## src/common/clock_sync_pkg.sv

```systemverilog
package clock_sync_pkg;

	// ============================================================
	// widths and basic types
	// ============================================================

	// timestamps, offsets and delays all share one width
	parameter int TS_W = 16;

	typedef logic [TS_W-1:0] ts_t;

	typedef logic [7:0] byte_t;

	// mailbox address space seen on the receive port
	parameter int ADDR_W = 10;

	typedef logic [ADDR_W-1:0] addr_t;

	// ============================================================
	// node message layout
	// ============================================================

	// four timestamps per node, each stored as two byte lanes
	parameter int SLOTS_PER_NODE = 4;

	// flag word occupies bytes 2 and 3 of a node message
	parameter int FLAGS_OFS = 2;

	// slot k sits at TS_OFS + 2k (low byte) and one above (high byte)
	parameter int TS_OFS = 4;

	// bit positions inside the flag word
	parameter int FLAG_SYNC  = 0;
	parameter int FLAG_READY = 1;
	parameter int FLAG_SCOPE = 2;

	// half-range correction applied to the offset on a counter wrap
	parameter ts_t WRAP_ADD = 16'h8000;

endpackage

```

## src/master_sync/mailbox_decoder.sv

```systemverilog
`timescale 1ns/1ps

module mailbox_decoder #(
	parameter int NODES = 4,
	parameter int BASE_ADDR = 64,
	parameter int MSG_LEN = 16,
	localparam int TS_AW = $clog2(NODES * clock_sync_pkg::SLOTS_PER_NODE)
) (
	input  logic                  clk_i,
	input  logic                  rst_n_i,
	input  logic                  rx_we_i,
	input  clock_sync_pkg::addr_t rx_addr_i,
	input  clock_sync_pkg::byte_t rx_data_i,
	input  logic                  cycle_pulse_i,
	output logic                  ts_we_lo_o,
	output logic                  ts_we_hi_o,
	output logic [TS_AW-1:0]      ts_waddr_o,
	output logic [NODES-1:0]      rx_ok_o,
	output logic [NODES-1:0]      sync_ok_o,
	output logic [NODES-1:0]      slave_rdy_o,
	output logic [NODES-1:0]      scope_trigger_o
);
	import clock_sync_pkg::*;

	localparam int NW = $clog2(NODES);
	localparam int SLOT_W = $clog2(SLOTS_PER_NODE);
	localparam int REGION_LEN = NODES * MSG_LEN;

	addr_t rel;
	addr_t ofs;
	addr_t ts_rel;
	logic [NW-1:0] node;
	logic in_region;
	logic is_ts;
	logic wr_lo;
	logic wr_hi;
	logic flag_lo_wr;
	logic flag_hi_wr;
	logic pred_ok;

	logic [NODES-1:0] lo_seen_q;
	logic [NODES-1:0] hi_seen_q;
	logic [NODES-1:0] complete;
	logic [NODES-1:0][TS_W-1:0] flags_q;
	logic [NODES-1:0] sync_flag;
	logic [NODES-1:0] ready_flag;
	logic [NODES-1:0] scope_flag;

	// ============================================================
	// address decode
	// ============================================================

	assign rel = rx_addr_i - addr_t'(BASE_ADDR);
	assign in_region = (rx_addr_i >= BASE_ADDR) && (rel < REGION_LEN);
	assign node = NW'(rel / MSG_LEN);
	assign ofs = addr_t'(rel % MSG_LEN);

	assign ts_rel = ofs - addr_t'(TS_OFS);
	assign is_ts = (ofs >= TS_OFS) && (ofs < TS_OFS + 2 * SLOTS_PER_NODE);

	// even offsets from TS_OFS are low bytes
	assign wr_lo = rx_we_i && in_region && is_ts && !ts_rel[0];
	assign wr_hi = rx_we_i && in_region && is_ts && ts_rel[0];
	assign flag_lo_wr = rx_we_i && in_region && (ofs == FLAGS_OFS);
	assign flag_hi_wr = rx_we_i && in_region && (ofs == FLAGS_OFS + 1);

	assign ts_we_lo_o = wr_lo;
	assign ts_we_hi_o = wr_hi;
	assign ts_waddr_o = {node, ts_rel[SLOT_W:1]};

	// ============================================================
	// completion chain and status
	// ============================================================

	assign complete = lo_seen_q & hi_seen_q;

	// a node only counts once every node before it is complete
	assign pred_ok = (node == '0) || complete[node - 1'b1];

	always_comb begin
		for (int n = 0; n < NODES; n++) begin
			sync_flag[n] = flags_q[n][FLAG_SYNC];
			ready_flag[n] = flags_q[n][FLAG_READY];
			scope_flag[n] = flags_q[n][FLAG_SCOPE];
		end
	end

	always_ff @(posedge clk_i) begin
		if (!rst_n_i) begin
			lo_seen_q <= '0;
			hi_seen_q <= '0;
			flags_q <= '0;
			rx_ok_o <= '0;
			sync_ok_o <= '0;
			slave_rdy_o <= '0;
			scope_trigger_o <= '0;
		end else if (cycle_pulse_i) begin
			rx_ok_o <= complete;
			sync_ok_o <= complete & sync_flag;
			slave_rdy_o <= complete & sync_flag & ready_flag;
			scope_trigger_o <= complete & scope_flag;
			// start the next cycle from a clean slate
			lo_seen_q <= '0;
			hi_seen_q <= '0;
			flags_q <= '0;
		end else begin
			if (wr_lo && pred_ok) begin
				lo_seen_q[node] <= 1'b1;
			end
			if (wr_hi && pred_ok && lo_seen_q[node]) begin
				hi_seen_q[node] <= 1'b1;
			end
			if (flag_lo_wr) begin
				flags_q[node][7:0] <= rx_data_i;
			end
			if (flag_hi_wr) begin
				flags_q[node][TS_W-1:8] <= rx_data_i;
			end
		end
	end

endmodule

```

## src/master_sync/timestamp_ram.sv

```systemverilog
`timescale 1ns/1ps

module timestamp_ram #(
	parameter int NODES = 4,
	localparam int TS_AW = $clog2(NODES * clock_sync_pkg::SLOTS_PER_NODE)
) (
	input  logic                  clk_i,
	input  logic                  we_lo_i,
	input  logic                  we_hi_i,
	input  logic [TS_AW-1:0]      waddr_i,
	input  clock_sync_pkg::byte_t wdata_i,
	input  logic [TS_AW-1:0]      raddr_i,
	output clock_sync_pkg::ts_t   rdata_o
);
	import clock_sync_pkg::*;

	localparam int DEPTH = NODES * SLOTS_PER_NODE;
	localparam int LANES = 2;

	// lane 0 keeps the low bytes, lane 1 the high bytes
	byte_t mem_q [LANES][DEPTH];
	logic [LANES-1:0] lane_we;

	assign lane_we = {we_hi_i, we_lo_i};

	always_ff @(posedge clk_i) begin
		for (int l = 0; l < LANES; l++) begin
			if (lane_we[l]) begin
				mem_q[l][waddr_i] <= wdata_i;
			end
		end
	end

	// read port is asynchronous so the sequencer sees data in the same cycle
	assign rdata_o = {mem_q[1][raddr_i], mem_q[0][raddr_i]};

endmodule

```

## src/master_sync/offset_delay_seq.sv

```systemverilog
`timescale 1ns/1ps

module offset_delay_seq #(
	parameter int NODES = 4,
	localparam int NW = $clog2(NODES),
	localparam int TS_AW = $clog2(NODES * clock_sync_pkg::SLOTS_PER_NODE)
) (
	input  logic                clk_i,
	input  logic                rst_n_i,
	input  logic                cycle_pulse_i,
	input  clock_sync_pkg::ts_t snap_tx_i,
	input  clock_sync_pkg::ts_t snap_rx_i,
	input  clock_sync_pkg::ts_t rdata_i,
	input  logic                result_ready_i,
	output logic [TS_AW-1:0]    raddr_o,
	output logic                result_valid_o,
	output logic [NW-1:0]       result_node_o,
	output clock_sync_pkg::ts_t result_offset_o,
	output clock_sync_pkg::ts_t result_delay_o,
	output logic                busy_o
);
	import clock_sync_pkg::*;

	localparam int SLOT_W = $clog2(SLOTS_PER_NODE);

	typedef enum logic [2:0] {
		ST_IDLE,
		ST_OP_A,
		ST_OP_B,
		ST_OP_C,
		ST_OP_D,
		ST_CORR,
		ST_OUT
	} state_t;

	state_t state_q;
	logic [NW-1:0] node_q;
	logic [TS_AW-1:0] base_addr;
	logic first_node;
	logic accumulate;
	logic wrap_fix;
	ts_t operand;
	ts_t snap_tx_q;
	ts_t snap_rx_q;
	ts_t delay_q;
	ts_t offset_q;
	logic [3:0] sign_q;

	// ============================================================
	// operand fetch
	// ============================================================

	assign base_addr = {node_q, SLOT_W'(0)};
	assign first_node = (node_q == '0);

	// c and d come from slots 2 and 3 of the previous node
	always_comb begin
		case (state_q)
			ST_OP_B: raddr_o = base_addr + TS_AW'(1);
			ST_OP_C: raddr_o = base_addr - TS_AW'(2);
			ST_OP_D: raddr_o = base_addr - TS_AW'(1);
			default: raddr_o = base_addr;
		endcase
	end

	// node 0 has no predecessor, the local snapshots take its place
	always_comb begin
		operand = rdata_i;
		if (first_node && state_q == ST_OP_C) begin
			operand = snap_tx_q;
		end
		if (first_node && state_q == ST_OP_D) begin
			operand = snap_rx_q;
		end
	end

	assign accumulate = (state_q == ST_OP_A) || (state_q == ST_OP_B) ||
		(state_q == ST_OP_C) || (state_q == ST_OP_D);

	// sign_q ends up as bit 14 of d, c, b, a from msb down
	assign wrap_fix = (sign_q == 4'b0100) || (sign_q == 4'b0010) || (sign_q == 4'b0111);

	// ============================================================
	// control
	// ============================================================

	always_ff @(posedge clk_i) begin
		if (!rst_n_i) begin
			state_q <= ST_IDLE;
			node_q <= '0;
		end else begin
			case (state_q)
				ST_IDLE: begin
					if (cycle_pulse_i) begin
						state_q <= ST_OP_A;
					end
				end
				ST_OP_A: state_q <= ST_OP_B;
				ST_OP_B: state_q <= ST_OP_C;
				ST_OP_C: state_q <= ST_OP_D;
				ST_OP_D: state_q <= ST_CORR;
				ST_CORR: state_q <= ST_OUT;
				ST_OUT: begin
					if (result_ready_i) begin
						// index wraps back to 0 after the last node
						node_q <= node_q + 1'b1;
						if (node_q == NW'(NODES - 1)) begin
							state_q <= ST_IDLE;
						end else begin
							state_q <= ST_OP_A;
						end
					end
				end
				default: state_q <= ST_IDLE;
			endcase
		end
	end

	// ============================================================
	// datapath
	// ============================================================

	always_ff @(posedge clk_i) begin
		if (state_q == ST_IDLE && cycle_pulse_i) begin
			snap_tx_q <= snap_tx_i;
			snap_rx_q <= snap_rx_i;
		end
		if (accumulate) begin
			sign_q <= {operand[TS_W-2], sign_q[3:1]};
		end
		case (state_q)
			ST_OP_A: begin
				delay_q <= operand;
				offset_q <= operand;
			end
			ST_OP_B: begin
				delay_q <= delay_q - operand;
				offset_q <= offset_q + operand;
			end
			ST_OP_C: begin
				delay_q <= delay_q - operand;
				offset_q <= offset_q - operand;
			end
			ST_OP_D: begin
				delay_q <= delay_q + operand;
				offset_q <= offset_q - operand;
			end
			ST_CORR: begin
				if (wrap_fix) begin
					offset_q <= offset_q + WRAP_ADD;
				end
			end
			default: begin
			end
		endcase
	end

	assign result_valid_o = (state_q == ST_OUT);
	assign result_node_o = node_q;
	assign result_offset_o = offset_q;
	assign result_delay_o = delay_q;
	assign busy_o = (state_q != ST_IDLE);

endmodule

```

## src/master_sync/master_sync.sv

```systemverilog
`timescale 1ns/1ps

module master_sync #(
	parameter int NODES = 4,
	parameter int BASE_ADDR = 64,
	parameter int MSG_LEN = 16,
	localparam int NW = $clog2(NODES)
) (
	input  logic                  clk_i,
	input  logic                  rst_n_i,
	input  logic                  rx_we_i,
	input  clock_sync_pkg::addr_t rx_addr_i,
	input  clock_sync_pkg::byte_t rx_data_i,
	input  logic                  cycle_pulse_i,
	input  clock_sync_pkg::ts_t   snap_tx_i,
	input  clock_sync_pkg::ts_t   snap_rx_i,
	input  logic                  result_ready_i,
	output logic [NODES-1:0]      rx_ok_o,
	output logic [NODES-1:0]      sync_ok_o,
	output logic [NODES-1:0]      slave_rdy_o,
	output logic [NODES-1:0]      scope_trigger_o,
	output logic                  result_valid_o,
	output logic [NW-1:0]         result_node_o,
	output clock_sync_pkg::ts_t   result_offset_o,
	output clock_sync_pkg::ts_t   result_delay_o,
	output logic                  busy_o
);
	import clock_sync_pkg::*;

	localparam int TS_AW = $clog2(NODES * SLOTS_PER_NODE);

	logic ts_we_lo;
	logic ts_we_hi;
	logic [TS_AW-1:0] ts_waddr;
	logic [TS_AW-1:0] ts_raddr;
	ts_t ts_rdata;

	mailbox_decoder #(
		.NODES(NODES),
		.BASE_ADDR(BASE_ADDR),
		.MSG_LEN(MSG_LEN)
	) u_mailbox_decoder (
		.clk_i(clk_i),
		.rst_n_i(rst_n_i),
		.rx_we_i(rx_we_i),
		.rx_addr_i(rx_addr_i),
		.rx_data_i(rx_data_i),
		.cycle_pulse_i(cycle_pulse_i),
		.ts_we_lo_o(ts_we_lo),
		.ts_we_hi_o(ts_we_hi),
		.ts_waddr_o(ts_waddr),
		.rx_ok_o(rx_ok_o),
		.sync_ok_o(sync_ok_o),
		.slave_rdy_o(slave_rdy_o),
		.scope_trigger_o(scope_trigger_o)
	);

	// both lanes take the receive byte straight from the port
	timestamp_ram #(
		.NODES(NODES)
	) u_timestamp_ram (
		.clk_i(clk_i),
		.we_lo_i(ts_we_lo),
		.we_hi_i(ts_we_hi),
		.waddr_i(ts_waddr),
		.wdata_i(rx_data_i),
		.raddr_i(ts_raddr),
		.rdata_o(ts_rdata)
	);

	offset_delay_seq #(
		.NODES(NODES)
	) u_offset_delay_seq (
		.clk_i(clk_i),
		.rst_n_i(rst_n_i),
		.cycle_pulse_i(cycle_pulse_i),
		.snap_tx_i(snap_tx_i),
		.snap_rx_i(snap_rx_i),
		.rdata_i(ts_rdata),
		.result_ready_i(result_ready_i),
		.raddr_o(ts_raddr),
		.result_valid_o(result_valid_o),
		.result_node_o(result_node_o),
		.result_offset_o(result_offset_o),
		.result_delay_o(result_delay_o),
		.busy_o(busy_o)
	);

endmodule

```

## config.mk

```make
export PLATFORM = sky130hd
export DESIGN_NAME = master_sync
export DESIGN_NICKNAME = d
export VERILOG_FILES = /design/src/common/clock_sync_pkg.sv /design/src/master_sync/mailbox_decoder.sv /design/src/master_sync/timestamp_ram.sv /design/src/master_sync/offset_delay_seq.sv /design/src/master_sync/master_sync.sv
export SDC_FILE = /design/constraint.sdc
export NUM_CORES = 1
export LEC_CHECK = 0
export BUFFER_PORTS_ARGS = -buffer_cell sky130_fd_sc_hd__buf_2
export CORE_MARGIN = 3
export CORE_UTILIZATION = 45
export CTS_CLUSTER_SIZE = 12
export DETAILED_ROUTE_END_ITERATION = 10
export MAX_ROUTING_LAYER = met4
export PLACE_DENSITY_LB_ADDON = 0.1
export SLEW_MARGIN = 25
export SYNTH_ARGS = -nofsm -noshare
export SYNTH_HDL_FRONTEND = slang
export SYNTH_HIERARCHICAL = 1
export SYNTH_SLANG_ARGS = --single-unit
```

## constraint.sdc

```tcl
create_clock -name clk_i -period 7.45 [get_ports clk_i]
set_input_delay 0.745 -clock clk_i [delete_from_list [all_inputs] [get_ports clk_i]]
set_output_delay 0.745 -clock clk_i [all_outputs]
set_load 0.01 [all_outputs]
```

Word level (Yosys, flattened, before mapping) --
Memory sizes are Yosys's and may differ from the RTL's. Index checks and enable logic that the tools add are counted.
Operators by class: add/subtract/negate cells 12, reductions and logical operators 36, magnitude comparators 10, muxes and demuxes 41, equality and inequality tests 15, bitwise operators 9
Operators by type and width (number):
- two-way mux 128 bit | 4
- two-way mux 64 bit | 4
- bitwise mux 64 bit | 2
- OR reduction 128 bit | 1
- binary-select mux 8 bit (select 4 bit) | 2
- demux 16 bit (select 2 bit) | 2
- two-way mux 16 bit | 4
- case mux 16 bit (4 select lines) | 1
- two-way mux 8 bit | 6
- case mux 16 bit (3 select lines) | 1
- adder 16 bit | 2
- demux 8 bit (select 4 bit) | 1
- subtractor 16 bit | 2
- case mux 3 bit (7 select lines) | 1
- adder 16 bit, second input constant | 1
- bitwise AND 4 bit | 4
- logical AND 1 bit | 16
- equality test 4 x 2 -> 1 bit, second input constant | 3
- case mux 4 bit (3 select lines) | 1
- >= comparator 10 x 7 -> 1 bit, second input constant | 1
- >= comparator 5 bit, second input constant | 2
- less-than comparator 10 x 7 -> 1 bit, second input constant | 1
- inverter 4 -> 5 bit | 2
- subtractor 10 x 7 -> 10 bit, second input constant | 1
- 32 further kinds | 58
Storage, ports and cells: bits in writable memories 256, word-level logic and storage cells 141, flip-flop bits (word level) 161, input bits 55, memories kept 1
Memory list:
- u_timestamp_ram.mem_q | depth 2, width 128, rd ports 2, clocked after Yosys merged registers in 0, write ports 1, RTL line timestamp_ram.sv:21 | byte_t mem_q [LANES][DEPTH];

Logic depth before layout (Yosys ltp) --
word-level depth 11, gate-level depth with buffers 31

By module --
Netlist, hierarchy kept.
By module, submodules not included:
- timestamp_ram | sequential area each 7687.4 um^2, cells an instance 442, times used 1, area an instance 9828.2 um^2
- offset_delay_seq | sequential area each 2142.1 um^2, cells an instance 527, times used 1, area an instance 5087.4 um^2
- mailbox_decoder | sequential area each 720.7 um^2, cells an instance 165, times used 1, area an instance 1632.8 um^2

Worst setup path before layout --
Ideal clock, no wire load.
path type reg-to-reg, start reg u_offset_delay_seq.state_q[2], end reg u_offset_delay_seq.offset_q[15], in the netlist u_offset_delay_seq/result_offset_o[15], data pin, cell stages (with the launch flop) 29, path slack 1.451 ns, arrival time 5.731 ns, buffers on the path 4, cell sequence dfxtp_1 -> clkbuf_1 -> nor2b_1 -> a21oi_1 -> inv_1 -> clkbuf_1 -> a21oi_1 -> and2_1 -> clkbuf_1 -> dlygate4sd1_1 -> a22oi_1 -> nand2_1 -> inv_1 -> o21ai_0 -> a22oi_2 -> ha_1 -> o21a_1 -> inv_1 -> ha_1 -> nor2b_1 -> o21a_1 -> o21ai_1 -> a211oi_1 -> a2111oi_0 -> a21oi_1 -> o2bb2ai_1 -> xnor2_1 -> a31o_1 -> a2bb2oi_1
On the way: word-level cells in the longest chain between the ends 10, elaborated cells between the ends (all ways) 21
RTL lines:
- start, declared | RTL line offset_delay_seq.sv:36 | state_t state_q;
- start signal, assigned | RTL line offset_delay_seq.sv:89 | state_q <= ST_IDLE;
- start signal, assigned | RTL line offset_delay_seq.sv:95 | state_q <= ST_OP_A;
- start signal, assigned | RTL line offset_delay_seq.sv:98 | ST_OP_A: state_q <= ST_OP_B;
- equality test 3 bit / equality test 3 x 2 -> 1 bit (equally long branches) | RTL line offset_delay_seq.sv:58 | case (state_q)
- case mux 4 bit (3 select lines) (*) | RTL line offset_delay_seq.sv:58
- via ts_raddr[1] | RTL line master_sync.sv:35 | logic [TS_AW-1:0] ts_raddr;
- inverter 4 -> 5 bit (not written as such) (*) | RTL line timestamp_ram.sv:35 | assign rdata_o = {mem_q[1][raddr_i], mem_q[0][raddr_i]};
- binary-select mux 8 bit (select 4 bit) (*) | RTL line timestamp_ram.sv:35
- two-way mux 8 bit (not written as such) (*) (2 in a row) | RTL line timestamp_ram.sv:35
- via ts_rdata[1] | RTL line master_sync.sv:36 | ts_t ts_rdata;
- two-way mux 16 bit (*) | RTL line offset_delay_seq.sv:69 | if (first_node && state_q == ST_OP_C) begin
- two-way mux 16 bit (*) | RTL line offset_delay_seq.sv:72 | if (first_node && state_q == ST_OP_D) begin
- subtractor 16 bit / adder 16 bit (equally long branches) | RTL line offset_delay_seq.sv:142, offset_delay_seq.sv:146, offset_delay_seq.sv:138
- case mux 16 bit (4 select lines) (*) | RTL line offset_delay_seq.sv:131 | case (state_q)
- end signal, assigned | RTL line offset_delay_seq.sv:134 | offset_q <= operand;
- end signal, assigned | RTL line offset_delay_seq.sv:142 | offset_q <= offset_q - operand;
- end signal, assigned | RTL line offset_delay_seq.sv:146 | offset_q <= offset_q - operand;
- end, declared | RTL line offset_delay_seq.sv:46 | ts_t offset_q;
The timed path passes the listed nets; every way through them passes the cells marked *. The select of a mux whose other input is x is not followed. A chain may end at the register's enable or synchronous reset.

Final worst setup path --
start reg u_offset_delay_seq.state_q[1], end reg u_offset_delay_seq.offset_q[15], in the netlist u_offset_delay_seq/result_offset_o[15], data pin
Same word-level chain as after synthesis.

==> results.sh <==
export IMPL_outcome="finished, final reports clean"
export IMPL_dp_hpwl_mm=26.87
export IMPL_slew_headroom_pct=32.23
export IMPL_grt_max_degree=37
export IMPL_vias=9922
export IMPL_yosysMostFrequentCell="edfxtp_1"
export IMPL_synthAdderAreaFrac_pct=3.115
export IMPL_fin_nets=1351
export IMPL_vdd_drop_max_mv=0.1985
export IMPL_synth_xor_area_share_pct=3.108
export IMPL_clk_pin_slew_worst_paths_ns=0.06
export IMPL_clock_sinks=365
export IMPL_min_delay_path_class="input pin to flop"
export IMPL_post_synth_num_cell_types=78
export IMPL_synthCells=1134
export IMPL_synth_seq_cells=365
export IMPL_grt_overflow=0
export IMPL_drt_pre_antenna_iters=6
export IMPL_io_pins=107
export IMPL_hold_depth=1
export IMPL_cts_hold_buf=0
export IMPL_synth_largest_area_cell="edfxtp_1"
export IMPL_setup_viol=0
export IMPL_synth_simple_area_share_pct=9.285
export IMPL_finalClockSkew_ns=0.01785
export IMPL_end_kind="flop"
export IMPL_cts_setup_buffers=0
export IMPL_r2r_slack_ns=0.71
export IMPL_worst_slew_pin_slew_ns=1.013
export IMPL_fp_row_count=69
export IMPL_powerDensity_nw_per_um2=285.7
export IMPL_ant_nets=0
export IMPL_synth_compound_area_share_pct=8.370
export IMPL_rsz0062_at_grt="no"
export IMPL_ys_top_cells_by_area="edfxtp_1 (59%), mux4_2 (7.5%), dfxtp_1 (5.0%), ha_1 (2.9%), nor2_1 (2.6%)"
export IMPL_die_y_um=197.8
export IMPL_met1_usage_pct=29.68
export IMPL_fin_hold_ws_ns=0.3723
export IMPL_ys_seq_area_share_pct=63.75
export IMPL_drt_vias_per_instance=5.683
export IMPL_synth_top_family_by_area="multiplexers"
export IMPL_dpl_worst_slack_ns=0.4534
export IMPL_cts_tree="done"
export IMPL_r2r_cells=25
export IMPL_area_growth_syn_to_layout_pct=13.96
export IMPL_use_met2_pct=32.88
export IMPL_finalCritPeriodShare_pct=90.44
export IMPL_cts_resized=0
export IMPL_grt_pass1_wl_mm=61.21
export IMPL_core_area_um2=35910
export IMPL_setup_tns_ns=0
export IMPL_drt_first_iter_violations=714
export IMPL_cts_inserted_buffers=41
export IMPL_setup_ws_ns=0.7121
export IMPL_cts_root_buf="clkbuf_16"
export IMPL_synth_main_ff_cell="edfxtp_1"
export IMPL_max_freq_ghz=0.1484
export IMPL_holdPathEnd="u_offset_delay_seq/snap_rx_q[0]"
export IMPL_drc=0
export IMPL_first_global_vias=10030
export IMPL_grtUsageTotal_pct=21.35
export IMPL_required_ns=7.72
export IMPL_clkLatencyLatePin_ns=0.56
export IMPL_async_reset_ff_share_pct=0
export IMPL_fin_util_pct=52.51
export IMPL_synthTopCellsByCount="edfxtp_1 (324), nor2_1 (115), nand2_1 (86)"
export IMPL_drv_slew=0
export IMPL_synth_mux_area_share_pct=10.17
export IMPL_p_total_mw=5.389
export IMPL_syn_num_nets=1229
export IMPL_r2r_end="u_offset_delay_seq/result_offset_o[15]"
export IMPL_period_needed_ns=6.738
export IMPL_path_max_fanout=28
export IMPL_cp_arrival_ns=7.01
export IMPL_num_fill_cells=3034
export IMPL_grt_antenna_before_repair=0
export IMPL_r2r_start="u_offset_delay_seq/state_q[1]"
export IMPL_drv_cap=0
export IMPL_cp_start_kind="flop"
export IMPL_holdCritStartpoint="snap_rx_i[0]"
export IMPL_drive_gt1_share_pct=20.62
export IMPL_gr_max_usage_layer="met2"
export IMPL_dieArea_um2=39110
export IMPL_hold_viol_final=0
export IMPL_grtUsageMet3_pct=3.726
export IMPL_syn_avg_cell_area_um2=14.59
export IMPL_ys_warnings_count=6
export IMPL_n_antenna_cell=0
export IMPL_synth_area_um2=16550
export IMPL_synth_top_area_share_pct=58.79
export IMPL_place_gp_congestion=0.8953
export IMPL_start_util_pct=46.08
export IMPL_die_w_um=197.8
export IMPL_clockBufferDepth=3
export IMPL_wirelength_mm=39.76
export IMPL_portBuffers=106
export IMPL_p_leak_nw=6.644
export IMPL_htree_num_levels=2
export IMPL_critPathKind="flop to flop"
export IMPL_wl_per_cell_um=22.77
export IMPL_synth_edf_count=324
[state kept, by name (all words and copies together) (netlist names)]
register	count
u_timestamp_ram/mem_q	256
u_offset_delay_seq/result_delay_o	16
u_offset_delay_seq/result_offset_o	16
u_offset_delay_seq/snap_rx_q	16
u_offset_delay_seq/snap_tx_q	16
u_mailbox_decoder/flags_q	12
u_mailbox_decoder/hi_seen_q	4
u_mailbox_decoder/lo_seen_q	4
u_mailbox_decoder/rx_ok_o	4
u_mailbox_decoder/scope_trigger_o	4
u_mailbox_decoder/slave_rdy_o	4
u_mailbox_decoder/sync_ok_o	4
u_offset_delay_seq/sign_q	4
u_offset_delay_seq/state_q	3
u_offset_delay_seq/result_node_o	2
[kinds of logic (layout without fill, tap and decap cells)]
group,Yosys count,in the layout
buffers and inverters,73,224
XOR/XNOR,57,57
flip-flops,365,365
adder cells (fa/ha/maj),40,40
AO/OA/AOI/OAI,203,203
multiplexers,83,83
AND/OR/NAND/NOR,313,313
[cells in the final DEF (no fill, tap or decap), types with 25 or more instances in the layout]
master     Yosys  final
clkbuf_16      0     42
nand2_1       86     86
edfxtp_1     324    324
o21ai_0       39     39
mux4_2        55     55
xnor2_1       31     30
buf_2         12    106
a21oi_1       38     38
nor2_1       115    113
dfxtp_1       41     41
xor2_1        25     25
a22oi_1       38     38
ha_1          38     38
[per-layer routing]
| layer | share of wire, % | wire (um) |
|---|---|---|
| met3 | 5.3 | 2127 |
| met4 | 2.6 | 1015 |
| met2 | 46 | 18410 |
| met1 | 46 | 18210 |
| met5 | 0 | 0 |
[critical path, stage by stage (launching register included)]
cell,delay (ns)
dfxtp_1,0.50
nor2_2,0.33
and2_1,0.42
a21oi_1,0.12
inv_2,0.10
buf_4,0.33
buf_4,0.43
mux4_1,0.36
a22oi_1,0.24
nand2_1,0.14
o21ai_0,0.25
nand2_1,0.12
a221oi_2,0.41
nand4b_1,0.22
nor2_1,0.18
nor2_1,0.07
xor2_1,0.15
ha_1,0.34
nand3_1,0.10
a211oi_1,0.06
a2111oi_1,0.57
a21oi_1,0.28
o2bb2ai_1,0.23
xnor2_1,0.16
a31o_1,0.23
a2bb2oi_1,0.13
[metrics by stage]
| stage | instances | area [um^2] |
|---|---|---|
| floorplan | 1134 | 16550 |
| global placement | 1674 | 17590 |
| detailed placement | 1674 | 17590 |
| CTS | 1746 | 18850 |
| global route | 1746 | 18860 |
| finish | 1746 | 18860 |
[power by group]
part | internal, mW | switching (mW) | leakage, nW
combinational | 0.472 | 0.657 | 2.76
sequential | 2.32 | 0.0424 | 3.28
clock | 1.11 | 0.792 | 0.606
total | 3.90 | 1.49 | 6.64
[worst max path at each step]
stage / from / endpoint / slack (ns) / cells after the start
floorplan: u_offset_delay_seq/state_q[2] / u_offset_delay_seq/result_offset_o[15] / 1.45 / 28
global placement: u_offset_delay_seq/state_q[1] / u_offset_delay_seq/result_offset_o[15] / 0.65 / 25
detailed placement: u_offset_delay_seq/state_q[1] / u_offset_delay_seq/result_offset_o[15] / 0.45 / 25
CTS: u_offset_delay_seq/state_q[1] / u_offset_delay_seq/result_offset_o[15] / 0.41 / 25
global route: u_offset_delay_seq/state_q[1] / u_offset_delay_seq/result_offset_o[15] / 0.05 / 25
finish: u_offset_delay_seq/state_q[1] / u_offset_delay_seq/result_offset_o[15] / 0.71 / 25
[layout make-up]
class / instances / area (um^2) / area share (%)
tap: 461 / 576.8 / 3.059
sequential: 365 / 10550 / 55.94
inverter: 21 / 78.83 / 0.4180
clock buffer: 54 / 1096 / 5.812
clock inverter: 18 / 167.7 / 0.8891
multi-input combinational: 696 / 5658 / 30.00
timing repair buffer: 131 / 730.7 / 3.875
(Power assumes the default switching activity.)
